<file path="src/hdl/tankGame_consts.svh">
`ifndef TANKGAME_CONSTS_SVH
`define TANKGAME_CONSTS_SVH

// Visible raster, limits themselves count as on screen
`define PIXELS_HORIZ 640
`define PIXELS_VERT 480

// 32 pixel tiles on a 20 by 15 grid
`define TILE_SHIFT 5
`define GRID_COLS 20
`define GRID_ROWS 15

// Tank box spans position to position plus width, inclusive
`define TANK_WIDTH 25
`define TANK_START_X 40
`define TANK_START_Y 40

// Flat 12-bit RGB colours
`define COLOUR_FLOOR 12'hEEE
`define COLOUR_WALL 12'hA42
`define COLOUR_BRICK 12'hC63
`define COLOUR_COIN 12'hFD0
`define COLOUR_TANK 12'h2A2
`define COLOUR_OFFSCREEN 12'h222

`endif

</file>
<file path="src/hdl/tankGamePkg.sv">
package tankGamePkg;

	// Map contents, wall and brick block the tank
	typedef enum logic [3:0]
	{
		tileFloor = 4'd0,
		tileWall = 4'd1,
		tileBrick = 4'd2,
		tileCoin = 4'd3
	} tileCode;

	// Last direction the tank was driven
	typedef enum logic [1:0]
	{
		dirUp,
		dirDown,
		dirLeft,
		dirRight
	} tankDirection;

	// Col is x, row is y
	typedef struct packed
	{
		logic [9:0] col;
		logic [9:0] row;
	} pixelPos;

	typedef struct packed
	{
		logic [4:0] tileCol;
		logic [3:0] tileRow;
	} tileIndex;

	typedef struct packed
	{
		logic [3:0] red;
		logic [3:0] green;
		logic [3:0] blue;
	} rgbColour;

	// Corner order is fixed: TL, TR, BL, BR
	typedef struct packed
	{
		tileCode topLeft;
		tileCode topRight;
		tileCode bottomLeft;
		tileCode bottomRight;
	} cornerTiles;

	typedef struct packed
	{
		tileIndex topLeft;
		tileIndex topRight;
		tileIndex bottomLeft;
		tileIndex bottomRight;
	} cornerIndices;

	typedef struct packed
	{
		logic up;
		logic down;
		logic left;
		logic right;
	} buttonSet;

endpackage

</file>
<file path="src/hdl/tileMap.sv">
`include "tankGame_consts.svh"

module tileMap import tankGamePkg::*;
(
	input logic Master_Clock_In,
	input logic reset,
	input tileIndex decodedTile,
	output tileCode pixelTile,
	input cornerIndices cornerIdx,
	output cornerTiles corners,
	input logic coinClear,
	input tileIndex coinTile
);

	// Row major tile store
	tileCode mapArray [`GRID_ROWS][`GRID_COLS];

	// Combinational lookup of one tile
	function automatic tileCode readTile(tileIndex idx);
		return mapArray[idx.tileRow][idx.tileCol];
	endfunction

	//////////////////////////////
	// Read ports
	//////////////////////////////

	// Pixel path, index already clamped upstream
	assign pixelTile = readTile(decodedTile);

	// Tank corner probes
	assign corners.topLeft = readTile(cornerIdx.topLeft);
	assign corners.topRight = readTile(cornerIdx.topRight);
	assign corners.bottomLeft = readTile(cornerIdx.bottomLeft);
	assign corners.bottomRight = readTile(cornerIdx.bottomRight);

	//////////////////////////////
	// Reset pattern and coin clear
	//////////////////////////////

	always_ff @(posedge Master_Clock_In)
	begin
		if (reset)
		begin
			for (int r = 0; r < `GRID_ROWS; r++)
			begin
				for (int c = 0; c < `GRID_COLS; c++)
				begin
					// Wall ring on the border
					if (r == 0 || r == `GRID_ROWS - 1 || c == 0 || c == `GRID_COLS - 1)
						mapArray[r][c] <= tileWall;
					// Coin lattice every fourth tile, offset 2
					else if (r % 4 == 2 && c % 4 == 2)
						mapArray[r][c] <= tileCoin;
					else
						mapArray[r][c] <= tileFloor;
				end
			end
		end
		else if (coinClear)
			mapArray[coinTile.tileRow][coinTile.tileCol] <= tileFloor;
	end

	// Tank logic only collects tiles that really hold a coin
	assert property (@(posedge Master_Clock_In) disable iff (reset)
		coinClear |-> mapArray[coinTile.tileRow][coinTile.tileCol] == tileCoin);

endmodule

</file>
<file path="src/hdl/pixelDecode.sv">
`include "tankGame_consts.svh"

module pixelDecode import tankGamePkg::*;
(
	input logic Master_Clock_In,
	input logic reset,
	input pixelPos pixel,
	input logic displayEnable,
	output pixelPos decodedPixel,
	output logic decodedEnable,
	output tileIndex decodedTile
);

	// Raw tile coordinates, may point past the grid
	logic [4:0] rawCol;
	logic [4:0] rawRow;
	tileIndex nextTile;

	assign rawCol = pixel.col[9:`TILE_SHIFT];
	assign rawRow = pixel.row[9:`TILE_SHIFT];

	//////////////////////////////
	// Tile index with clamp
	//////////////////////////////

	// Off-grid pixels read the last tile, colour stage overrides them
	assign nextTile.tileCol = (rawCol > 5'(`GRID_COLS - 1)) ? 5'(`GRID_COLS - 1) : rawCol;
	assign nextTile.tileRow = (rawRow > 5'(`GRID_ROWS - 1)) ? 4'(`GRID_ROWS - 1) : rawRow[3:0];

	// Enable is the only control bit here
	always_ff @(posedge Master_Clock_In)
	begin
		if (reset)
			decodedEnable <= 1'b0;
		else
			decodedEnable <= displayEnable;
	end

	// Pixel payload follows the enable
	always_ff @(posedge Master_Clock_In)
	begin
		decodedPixel <= pixel;
		decodedTile <= nextTile;
	end

endmodule

</file>
<file path="src/hdl/tankUpdate.sv">
`include "tankGame_consts.svh"

module tankUpdate import tankGamePkg::*;
(
	input logic Master_Clock_In,
	input logic reset,
	input pixelPos pixel,
	input logic displayEnable,
	input buttonSet buttons,
	output cornerIndices cornerIdx,
	input cornerTiles corners,
	output logic coinClear,
	output tileIndex coinTile,
	output pixelPos tankPosition,
	output logic [7:0] coinCount
);

	logic frameEnd;
	logic [9:0] rightEdge;
	logic [9:0] bottomEdge;
	logic solidTl;
	logic solidTr;
	logic solidBl;
	logic solidBr;
	logic coinHit;
	pixelPos nextPos;

	function automatic logic isSolid(tileCode code);
		return code == tileWall || code == tileBrick;
	endfunction

	function automatic tileIndex toTile(logic [9:0] x, logic [9:0] y);
		return '{tileCol: x[9:`TILE_SHIFT], tileRow: y[`TILE_SHIFT+3:`TILE_SHIFT]};
	endfunction

	// Last pixel of the frame, one update per frame
	assign frameEnd = displayEnable && pixel.col == 10'(`PIXELS_HORIZ)
		&& pixel.row == 10'(`PIXELS_VERT);

	//////////////////////////////
	// Corner probes
	//////////////////////////////

	assign rightEdge = tankPosition.col + 10'(`TANK_WIDTH);
	assign bottomEdge = tankPosition.row + 10'(`TANK_WIDTH);
	assign cornerIdx.topLeft = toTile(tankPosition.col, tankPosition.row);
	assign cornerIdx.topRight = toTile(rightEdge, tankPosition.row);
	assign cornerIdx.bottomLeft = toTile(tankPosition.col, bottomEdge);
	assign cornerIdx.bottomRight = toTile(rightEdge, bottomEdge);

	assign solidTl = isSolid(corners.topLeft);
	assign solidTr = isSolid(corners.topRight);
	assign solidBl = isSolid(corners.bottomLeft);
	assign solidBr = isSolid(corners.bottomRight);

	//////////////////////////////
	// Action priority
	//////////////////////////////

	always_comb
	begin
		nextPos = tankPosition;
		coinHit = 1'b0;
		coinTile = cornerIdx.topLeft;
		// Edge pairs push straight back
		if (solidBl && solidBr)
			nextPos.row = tankPosition.row - 10'd1;
		else if (solidTl && solidBl)
			nextPos.col = tankPosition.col + 10'd1;
		else if (solidTl && solidTr)
			nextPos.row = tankPosition.row + 10'd1;
		else if (solidTr && solidBr)
			nextPos.col = tankPosition.col - 10'd1;
		// Lone corner pushes diagonally away
		else if (solidTl)
			nextPos = '{col: tankPosition.col + 10'd1, row: tankPosition.row + 10'd1};
		else if (solidTr)
			nextPos = '{col: tankPosition.col - 10'd1, row: tankPosition.row + 10'd1};
		else if (solidBl)
			nextPos = '{col: tankPosition.col + 10'd1, row: tankPosition.row - 10'd1};
		else if (solidBr)
			nextPos = '{col: tankPosition.col - 10'd1, row: tankPosition.row - 10'd1};
		// First coin corner gets collected
		else if (corners.topLeft == tileCoin)
			coinHit = 1'b1;
		else if (corners.topRight == tileCoin)
		begin
			coinHit = 1'b1;
			coinTile = cornerIdx.topRight;
		end
		else if (corners.bottomLeft == tileCoin)
		begin
			coinHit = 1'b1;
			coinTile = cornerIdx.bottomLeft;
		end
		else if (corners.bottomRight == tileCoin)
		begin
			coinHit = 1'b1;
			coinTile = cornerIdx.bottomRight;
		end
		// Buttons last, up then right then down then left
		else if (buttons.up)
			nextPos.row = tankPosition.row - 10'd1;
		else if (buttons.right)
			nextPos.col = tankPosition.col + 10'd1;
		else if (buttons.down)
			nextPos.row = tankPosition.row + 10'd1;
		else if (buttons.left)
			nextPos.col = tankPosition.col - 10'd1;
	end

	// Map write lands on the same frame-end edge
	assign coinClear = frameEnd && coinHit;

	always_ff @(posedge Master_Clock_In)
	begin
		if (reset)
		begin
			tankPosition <= '{col: 10'(`TANK_START_X), row: 10'(`TANK_START_Y)};
			coinCount <= 8'd0;
		end
		else if (frameEnd)
		begin
			tankPosition <= nextPos;
			if (coinHit)
				coinCount <= coinCount + 8'd1;
		end
	end

	// Wall ring keeps the whole box on screen
	assert property (@(posedge Master_Clock_In) disable iff (reset)
		tankPosition.col <= 10'(`PIXELS_HORIZ - 1 - `TANK_WIDTH)
		&& tankPosition.row <= 10'(`PIXELS_VERT - 1 - `TANK_WIDTH));

endmodule

</file>
<file path="src/hdl/pixelColour.sv">
`include "tankGame_consts.svh"

module pixelColour import tankGamePkg::*;
(
	input logic Master_Clock_In,
	input logic reset,
	input pixelPos decodedPixel,
	input logic decodedEnable,
	input tileCode pixelTile,
	input pixelPos tankPosition,
	output rgbColour colour
);

	logic offScreen;
	logic inTank;
	rgbColour tileRgb;

	// Limits are inclusive, so 640 and 480 still draw
	assign offScreen = decodedPixel.col > 10'(`PIXELS_HORIZ)
		|| decodedPixel.row > 10'(`PIXELS_VERT);

	// Inclusive tank box
	assign inTank = decodedPixel.col >= tankPosition.col
		&& decodedPixel.col <= tankPosition.col + `TANK_WIDTH
		&& decodedPixel.row >= tankPosition.row
		&& decodedPixel.row <= tankPosition.row + `TANK_WIDTH;

	//////////////////////////////
	// Tile palette
	//////////////////////////////

	always_comb
	begin
		case (pixelTile)
			tileWall: tileRgb = `COLOUR_WALL;
			tileBrick: tileRgb = `COLOUR_BRICK;
			tileCoin: tileRgb = `COLOUR_COIN;
			default: tileRgb = `COLOUR_FLOOR;
		endcase
	end

	// Blank, off screen, tank, then map
	always_ff @(posedge Master_Clock_In)
	begin
		if (reset)
			colour <= '0;
		else if (!decodedEnable)
			colour <= '0;
		else if (offScreen)
			colour <= `COLOUR_OFFSCREEN;
		else if (inTank)
			colour <= `COLOUR_TANK;
		else
			colour <= tileRgb;
	end

endmodule

</file>
<file path="src/hdl/tankGameDraw.sv">
module tankGameDraw import tankGamePkg::*;
(
	input logic Master_Clock_In,
	input logic reset,
	input logic displayEnable,
	input pixelPos pixel,
	input buttonSet buttons,
	output rgbColour colour,
	output logic [7:0] coinCount,
	output pixelPos tankPosition
);

	// Decode stage to map and colour
	pixelPos decodedPixel;
	logic decodedEnable;
	tileIndex decodedTile;
	tileCode pixelTile;

	// Tank logic to map
	cornerIndices cornerIdx;
	cornerTiles corners;
	logic coinClear;
	tileIndex coinTile;

	//////////////////////////////
	// Pixel pipeline
	//////////////////////////////

	pixelDecode i_pixelDecode
	(
		.Master_Clock_In(Master_Clock_In),
		.reset(reset),
		.pixel(pixel),
		.displayEnable(displayEnable),
		.decodedPixel(decodedPixel),
		.decodedEnable(decodedEnable),
		.decodedTile(decodedTile)
	);

	tileMap i_tileMap
	(
		.Master_Clock_In(Master_Clock_In),
		.reset(reset),
		.decodedTile(decodedTile),
		.pixelTile(pixelTile),
		.cornerIdx(cornerIdx),
		.corners(corners),
		.coinClear(coinClear),
		.coinTile(coinTile)
	);

	pixelColour i_pixelColour
	(
		.Master_Clock_In(Master_Clock_In),
		.reset(reset),
		.decodedPixel(decodedPixel),
		.decodedEnable(decodedEnable),
		.pixelTile(pixelTile),
		.tankPosition(tankPosition),
		.colour(colour)
	);

	//////////////////////////////
	// Frame-end game state
	//////////////////////////////

	// Sees the raw pixel to catch frame end
	tankUpdate i_tankUpdate
	(
		.Master_Clock_In(Master_Clock_In),
		.reset(reset),
		.pixel(pixel),
		.displayEnable(displayEnable),
		.buttons(buttons),
		.cornerIdx(cornerIdx),
		.corners(corners),
		.coinClear(coinClear),
		.coinTile(coinTile),
		.tankPosition(tankPosition),
		.coinCount(coinCount)
	);

endmodule

</file>
<file path="config.mk">
export PLATFORM = sky130hd
export DESIGN_NAME = tankGameDraw
export DESIGN_NICKNAME = d
export VERILOG_FILES = /design/src/hdl/tankGamePkg.sv /design/src/hdl/tileMap.sv /design/src/hdl/pixelDecode.sv /design/src/hdl/tankUpdate.sv /design/src/hdl/pixelColour.sv /design/src/hdl/tankGameDraw.sv
export VERILOG_INCLUDE_DIRS = /design/src /design/src/hdl
export SDC_FILE = /design/constraint.sdc
export NUM_CORES = 1
export LEC_CHECK = 0
export ABC_AREA = 1
export ABC_CLOCK_PERIOD_IN_PS = 12900
export BUFFER_PORTS_ARGS = -buffer_cell sky130_fd_sc_hd__buf_2
export CORE_MARGIN = 3
export CORE_UTILIZATION = 60
export DETAILED_ROUTE_END_ITERATION = 10
export PLACE_DENSITY = 0.85
export SETUP_SLACK_MARGIN = 0.5
export SLEW_MARGIN = 20
export SYNTH_ARGS = -nofsm -noshare
export SYNTH_HDL_FRONTEND = slang
export SYNTH_SLANG_ARGS = --single-unit
</file>
<file path="constraint.sdc">
create_clock -name Master_Clock_In -period 12.9 [get_ports Master_Clock_In]
set_clock_uncertainty 0.15 [all_clocks]
set_input_delay 1.935 -clock Master_Clock_In [delete_from_list [all_inputs] [get_ports Master_Clock_In]]
set_output_delay 1.935 -clock Master_Clock_In [all_outputs]
set_load 0.1 [all_outputs]
</file>
# Word level (Yosys, flattened, before mapping)
# Memories as Yosys holds them, arrays and structs flattened. A register that Yosys moved wholly into a read port is not among the register bits.
# Cells that the tools add are included.
[totals]
reg_bits = 66
latch_bits = 0
mem_bits_rw = 375
romBits = 0
out_inout_bits = 40
wordCells = 176
mem_count = 1
[mem_list]
columns = ["name", "words", "word_bits", "rd", "rd_ports_with_merged_regs", "write_ports", "line", "source"]
rows = [
  ["i_tileMap.mapArray", 15, 25, 3, 2, 15, "tileMap.sv:16", "tileCode mapArray [`GRID_ROWS][`GRID_COLS];"],
]
[classes]
addsub = 9
n_mul = 0
div = 0
order_cmp = 13
eq_ne = 31
n_shift = 0
muxes = 77
n_bitwise = 6
reduce_logical = 25
[op_table]
columns = ["cell", "n"]
rows = [
  ["$mux 10", 16],
  ["$mux 20", 8],
  ["$mux 9", 12],
  ["$bmux 4 s5", 5],
  ["$mux 80", 1],
  ["$le 10x32->1", 2],
  ["$ne 7x1->1 const B", 9],
  ["$mux 4", 15],
  ["$mux 25", 2],
  ["$eq 4x2->1 const B", 10],
  ["$pmux 11 s3", 1],
  ["$reduce_or 25->1", 1],
  ["$ge 6x6->1 const B", 4],
  ["$not 5->6", 4],
  ["$add 10x5->11 const B", 2],
  ["$add 10x1->10 const B", 2],
  ["$demux 4 s5", 1],
  ["$eq 4x1->1 const B", 5],
  ["$ge 10x10->1", 2],
  ["$sub 10x1->10 const B", 2],
  ["$mux 1", 16],
  ["$reduce_bool 8->1", 2],
  ["$logic_and 1x1->1", 11],
  ["$add 10x5->10 const B", 1],
  ["21 further kinds", 27],
]

# Depth between registers and ports, before layout
# Gate-level depths: netlist of the first run.
[depth]
depth_word = 26
mapped_depth = 34
ltp_nobuf = 32

# Modules after synthesis
# From an unflattened synthesis of the first run, not the netlist that was laid out.
[unflattened]
cells_unflattened = 2361
hier_area_um2 = 13789.5
[modules_own_cells]
columns = ["module", "n_inst", "cells_each", "area_per_inst_um2", "seq_area_each_um2"]
rows = [
  ["tileMap", 1, 1492, 8206.6, 1621.6],
  ["tankUpdate", 1, 533, 3103.0, 560.5],
  ["pixelColour", 1, 283, 1779.2, 180.2],
  ["pixelDecode", 1, 53, 700.7, 600.6],
]

# Worst setup path after synthesis of the first run
# OpenSTA, ideal clock, no wires.
[synth_timing]
kind = "reg-to-reg"
start = "register, netlist name i_tankUpdate.tankPosition[1]"
end = "memory i_tileMap.mapArray[12][0] (netlist name)"
setup_time_ps = 137
t_arrival_ps = 4549
slack_ps = 8064
path_stages_with_launch = 30
path_buffers = 3
cell_sequence = "dfxtp_1 > ha_1 > nand2_1 > nand2_1 > nand2_1 > nand2_1 > nand2_2 > buf_4 > buf_4 > nand4_1 > nand3_1 > a21oi_1 > nor2_1 > nor2_1 > nor2_1 > nor2_1 > nor2_1 > ha_1 > or2_1 > nor2_2 > inv_2 > nor3_4 > inv_2 > o21ai_4 > inv_2 > nor2_2 > nand2_2 > nor2_4 > buf_6 > a22oi_2"
[synth_lines]
columns = ["element", "line"]
rows = [
  ["to (decl)", "tileMap.sv:16"],
]

==> reports/results.ini, run 1 <==
[sta]
worst_slack_ps=6740
hold_viol=0
fin_setup_tns_ps=0
slew_headroom_pct=25.9
period_minus_slack_ps=6160
slew_viol_final=0
post-route-period-util_pct=47.7
whs_ps=348
worstMarginPinSlew_ps=1110
rsz0062_at_grt=false
finalSetupViolations=0
fmax_mhz=162

[final_layout]
n_antenna_cell=0
area_delta_synth_final_pct=7.67
stdcell_count=2005
num-nets-final=1844
design_area_mm2=0.0120
drive_above_1_share_pct=9.46
final_util_pct=66.2

[die]
num_rows=49
initial_core_util_pct=61.5
dieArea_mm2=0.0202
boundaryPins=67
die_w_um=142
die_y_um=142
coreArea_mm2=0.0181

[synth]
syn_nets=1833
yosys.area_share.simple_pct=32.9
synth-edff-count=0
synthCells=1752
muxShareOfSynthArea_pct=0
synth-seq-cells=152
synth_top_family_by_area=simple AND/OR/NAND/NOR gates
yosysSeqAreaShare_pct=27.4
ys_warn_count=0
synth_flop_cell=dfxtp_1
synthesis.area_mm2=0.0111
synth-adder-area-share_pct=6.07
synth_top_area_share_pct=27.4
synthArstFlopShare_pct=0
synth_compound_area_share_pct=22.0
synth_cell_types=59
synthXorXnorAreaFrac_pct=1.55
synth_area_leaders=dfxtp_1 (27%), nand2_1 (14%), nand3_1 (6.8%)
yosysTopAreaCell=dfxtp_1
avgSynthCellArea_um2=6.35

[cts]
path_clk_slew_ps=70
clock_path_buffers=2
post_cts_buffers=0
cts_root_buf=clkbuf_16
clk_latency_ps=450
numCtsBuffers=17
ctsResizeCount=0
postCtsHoldBufs=0
htreeDepth=4
cts_tree=done
cts_sinks=152

[outcome]
outcome=completed

[place]
dp_slack_ps=7060
dp_hpwl_um=28800
dp.cells=1973
finalWeightedCongestion=1.11
numPortBuffers=66
place_area_mm2=0.0114

[setup_path]
slowest_stage=nor2_2
startpoint_type=flop
critPathArrivalTime_ps=6280
r2r_cells=27
critPathCaptureType=flop
cp_max_fo=34
cp.depth=27
crit_required_ps=13020
crit_buf_inv=1
path_class=reg2reg
crit_path_frequent_cell=nand2_1
cp_top_family=simple AND/OR/NAND/NOR gates
slowest_delay_ps=880

[drt]
ant_nets=0
wire_per_inst_um=19.7
dr.max_layer_used=met4
wl_met1_um=15500
vias=12600
routed-wl-met3_um=4810
initialDrtViolationCount=1725
drt-total-wl_um=39500
viasPerCell=6.28
route.detailed.drc=0
first_pass_iters=6
wl_met2_um=17200

[power_and_ir_drop]
leakage_nw=5.96
p_total_mw=1.08
powerDensity_mw_per_mm2=89.8
ir_drop_uv=93.0

[global_routing]
grt.total_usage_pct=38.7
antenna_found_initial=0
overflow=0
grt_pass1_vias=11536
grt_start_max_net_pins=57
grt_pass1_wl_um=61600

[min_path]
min_path_cells=1
hold_path.class=reg2reg

[job]
maxCapViolations=0

-- final timing paths --
check | startpoint | to | slack [ps]
worst max-delay path | i_tankUpdate.tankPosition[1] | i_tileMap.mapArray[14][6] | 6740
worst max register to register | i_tankUpdate.tankPosition[1] | i_tileMap.mapArray[14][6] | 6740
worst min-delay path | i_tankUpdate.coinCount[7] | i_tankUpdate.coinCount[7] | 350
worst min register to register | i_tankUpdate.coinCount[7] | i_tankUpdate.coinCount[7] | 350
-- kinds of logic after synthesis --
group	after synthesis
xor gates and xnor gates	18
adders and majority gates	54
DFF	152
AOI/OAI and AO/OA	403
buffers and inverters	274
and+or+nand+nor	851
-- synth_stat cells (3+ instances only) --
library cell	n
a211oi_1	5
a21boi_0	3
a21oi_1	129
a21oi_2	6
a221oi_1	3
a22oi_1	48
a22oi_2	4
a31oi_1	16
buf_1	4
buf_2	30
buf_4	9
buf_6	4
clkbuf_1	34
clkinv_1	4
dfxtp_1	152
ha_1	54
inv_1	182
inv_2	7
nand2_1	416
nand2_2	7
nand3_1	151
nand3_2	6
nand4_1	16
nor2_1	192
nor2_2	13
nor2_4	4
nor3_1	28
nor3_2	3
nor4_1	6
o2111ai_1	7
o211ai_1	23
o21a_1	3
o21ai_0	117
o21ai_1	6
o21ai_2	4
o22ai_1	3
o31ai_1	10
xor2_1	14
-- registers in the layout, summed over array words and instances (netlist names), named ones only --
name / count
i_tankUpdate.cornerIdx: 9
i_tankUpdate.coinCount: 8
i_pixelDecode.decodedPixel: 20
i_pixelColour.colour: 9
i_pixelDecode.decodedTile: 5
i_pixelDecode.decodedEnable: 1
i_tileMap.mapArray: 81
i_tankUpdate.tankPosition: 11
-- report_power, final --
part	internal [mW]	total [mW]	switching [mW]
combinational	0.0251	0.0812	0.0562
clock	0.273	0.509	0.235
sequential	0.475	0.486	0.0107
total	0.773	1.08	0.302
-- routing by layer --
metal / vias up / track usage [%]
li1: 5901 / -
met1: 5721 / 51.0
met2: 840 / 59.9
met3: 138 / 9.34
met4: 0 / 17.8
met5: - / 0
-- cell usage in the layout (no fill, tap or decap), drive strengths merged, types with 5 or more instances in the layout --
cell type	instances
a211oi	5
a21oi	135
a22oi	52
a31oi	16
buf	73
clkbuf	17
clkinv	9
dfxtp	152
ha	54
inv	196
nand2	423
nand3	157
nand4	16
nor2	209
nor3	32
nor4	7
o2111ai	7
o211ai	23
o21ai	128
o31ai	10
xor2	16
-- layout make-up --
class	instances	area (um2)
Multi-Input combinational cell	1326	6960
Fill cell	1662	6110
Sequential cell	152	3040
Inverter	193	724
Clock buffer	17	425
Timing Repair Buffer	73	383
Tap cell	229	287
Clock inverter	15	161
Note: power is estimated with default switching activity, not from simulation.
==> inputs of run 2 (changes only) <==
ABC_CLOCK_PERIOD_IN_PS = 5900   (was 12900)
clock period = 5.9 ns   (was 12.9 ns; I/O delays follow)
==> run 2 against run 1 <==
  * Combinational power increased by 130%
  * Largest cell class unchanged
  * Final cell count increased by 1.7%
  * Clock power increased by 130%
  * Critical endpoint is now i_tileMap.mapArray[0][10]
  * Die area unchanged
  * Clock-buffer cell count is the same
  * Cell area up 3.7%
  * Setup slack got worse by 6000 ps
  * Non-clock buffer count up 34
  * Register-to-register slack worse by 6000 ps
  * Utilization increased by 2.4 points
  * Highest routed layer is now met5
==> reports/results.ini, run 2 (synthesis gave the netlist of run 1 again) <==
[place]
dp_hpwl_um=31000
place_area_mm2=0.0117
dp.cells=2006
finalWeightedCongestion=1.07
numPortBuffers=66

[drt]
initialDrtViolationCount=1683
wire_per_inst_um=20.5
drt-total-wl_um=41900
viasPerCell=6.39
first_pass_iters=7
vias=13038
ant_nets=0
route.detailed.drc=0

[setup_path]
crit_required_ps=6040
slowest_delay_ps=880
startpoint_type=flop
critPathCaptureType=flop
slowest_stage=dfxtp_1
critPathArrivalTime_ps=5310
cp_cell_sequence=inv_1, nand2_1, inv_1, a31oi_1, o22ai_1, o31ai_1, nand3b_1, nand2_1, nand2_1, ha_1, nor2_1, inv_1, nor2_2, inv_2, nor3_4, inv_2, o21ai_2, nand3_1, buf_4, nor2_1, a22oi_1
path_class=reg2reg
cp_max_fo=20

[final_layout]
n_fill_cell=1618
n_antenna_cell=0
design_area_mm2=0.0124
top_regs=i_tileMap.mapArray: 81 flops, i_pixelDecode.decodedPixel: 20 flops, i_tankUpdate.tankPosition: 11 flops
stdcell_count=2039
layout_commonest_cell=nand2_1
layout_common_cells=nand2_1 (413), nor2_1 (189), inv_1 (182)
regMostFlops=i_tileMap.mapArray
largest_reg_flops=81
num-nets-final=1878
area_delta_synth_final_pct=11.6
drive_above_1_share_pct=11.7

[cts]
clk_latency_ps=440
numCtsBuffers=17
htreeDepth=4
path_clk_slew_ps=60
cts_sinks=152
cts_root_buf=clkbuf_16
cts_tree=done
clock_path_buffers=2
postCtsHoldBufs=0

[die]
die_y_um=142
boundaryPins=67
initial_core_util_pct=61.5
dieArea_mm2=0.0202
die_w_um=142
coreArea_mm2=0.0181
num_rows=49

[sta]
finalSetupViolations=0
rsz0062_at_grt=false
slew_headroom_pct=42.8
worstMarginPinSlew_ps=856
fin_setup_tns_ps=0
post-route-period-util_pct=87.7
period_minus_slack_ps=5170
slew_viol_final=0
fmax_mhz=193
hold_viol=0

[power_and_ir_drop]
powerDensity_mw_per_mm2=196
leakage_nw=6.17
ir_drop_uv=186

[global_routing]
antenna_found_initial=1
grt_pass1_wl_um=64900
grt.total_usage_pct=40.8
grt_start_max_net_pins=45
grt_pass1_vias=11988
overflow=0

[job]
maxCapViolations=0

[min_path]
hold_path.class=reg2reg

[outcome]
outcome=completed

-- run 2: cell types whose count changed in the layout (fill, tap and decap cells not counted), sizes merged --
cell / before / now
buf: 73 / 107
bufinv: 1 / 3
clkinvlp: 2 / 0
clkinv: 9 / 8
inv: 196 / 197
-- run 2: power breakdown --
part / internal (mW) / total, mW / switching (mW)
combinational: 0.0569 / 0.186 / 0.129
clock: 0.684 / 1.19 / 0.504
sequential: 1.04 / 1.06 / 0.0176
total: 1.78 / 2.43 / 0.651
-- run 2: path summary, 6_finish.rpt --
kind / startpoint / end / slack (ps) / cells after the start
worst max-delay path: flop / i_tileMap.mapArray[0][10] / 730 / 21
worst min-delay path: i_tankUpdate.coinCount[7] / i_tankUpdate.coinCount[7] / 340 / 1
worst min register to register: i_tankUpdate.coinCount[7] / i_tankUpdate.coinCount[7] / 340 / 1
worst max register to register: flop / i_tileMap.mapArray[0][10] / 730 / 21
-- run 2: stage by stage --
step | utilization, % | power (mW) | setup WS [ps] | hold slack, ps
final | 68.7 | 2.43 | 726 | 345
after global placement | 64.6 | 1.25 | 743 | 321
after floorplan | - | 1.20 | 1060 | 303
after CTS | 68.0 | 2.41 | 569 | 346
after detailed placement | 64.6 | 1.26 | 636 | 330
after global routing | 68.7 | 2.49 | 476 | 379
-- run 2: area by class of cell --
type | instances | area, um2 | share of cell area (%)
Inverter | 193 | 724 | 5.83
Clock inverter | 15 | 206 | 1.66
Sequential cell | 152 | 3050 | 24.5
Clock buffer | 17 | 425 | 3.42
Multi-Input combinational cell | 1326 | 7040 | 56.7
Timing Repair Buffer | 107 | 692 | 5.57
Tap cell | 229 | 287 | 2.31
-- run 2: critical path: cells and delay by family (launching register included) --
kind                     cells  cell delay [ps]
AND/OR/NAND/NOR              9             1500
buffers and inverters        6              900
flip-flops                   1              880
adder cells (fa/ha/maj)      1              370
AO/OA/AOI/OAI                5             1210
-- run 2: repair_timing --
action                                  in CTS  in global routing
gates resized for setup                      0                 25
endpoints found under the setup margin       0                 91
buffers inserted                             0                  1
-- run 2: per-layer routing --
layer / track usage [%] / up-vias / share of wire (%)
met1: 53.6 / 5865 / 38
met3: 7.33 / 215 / 12
met4: 23.3 / 2 / 6.9
met5: 0 / - / 0.031
li1: - / 5974 / -
met2: 63.2 / 982 / 43
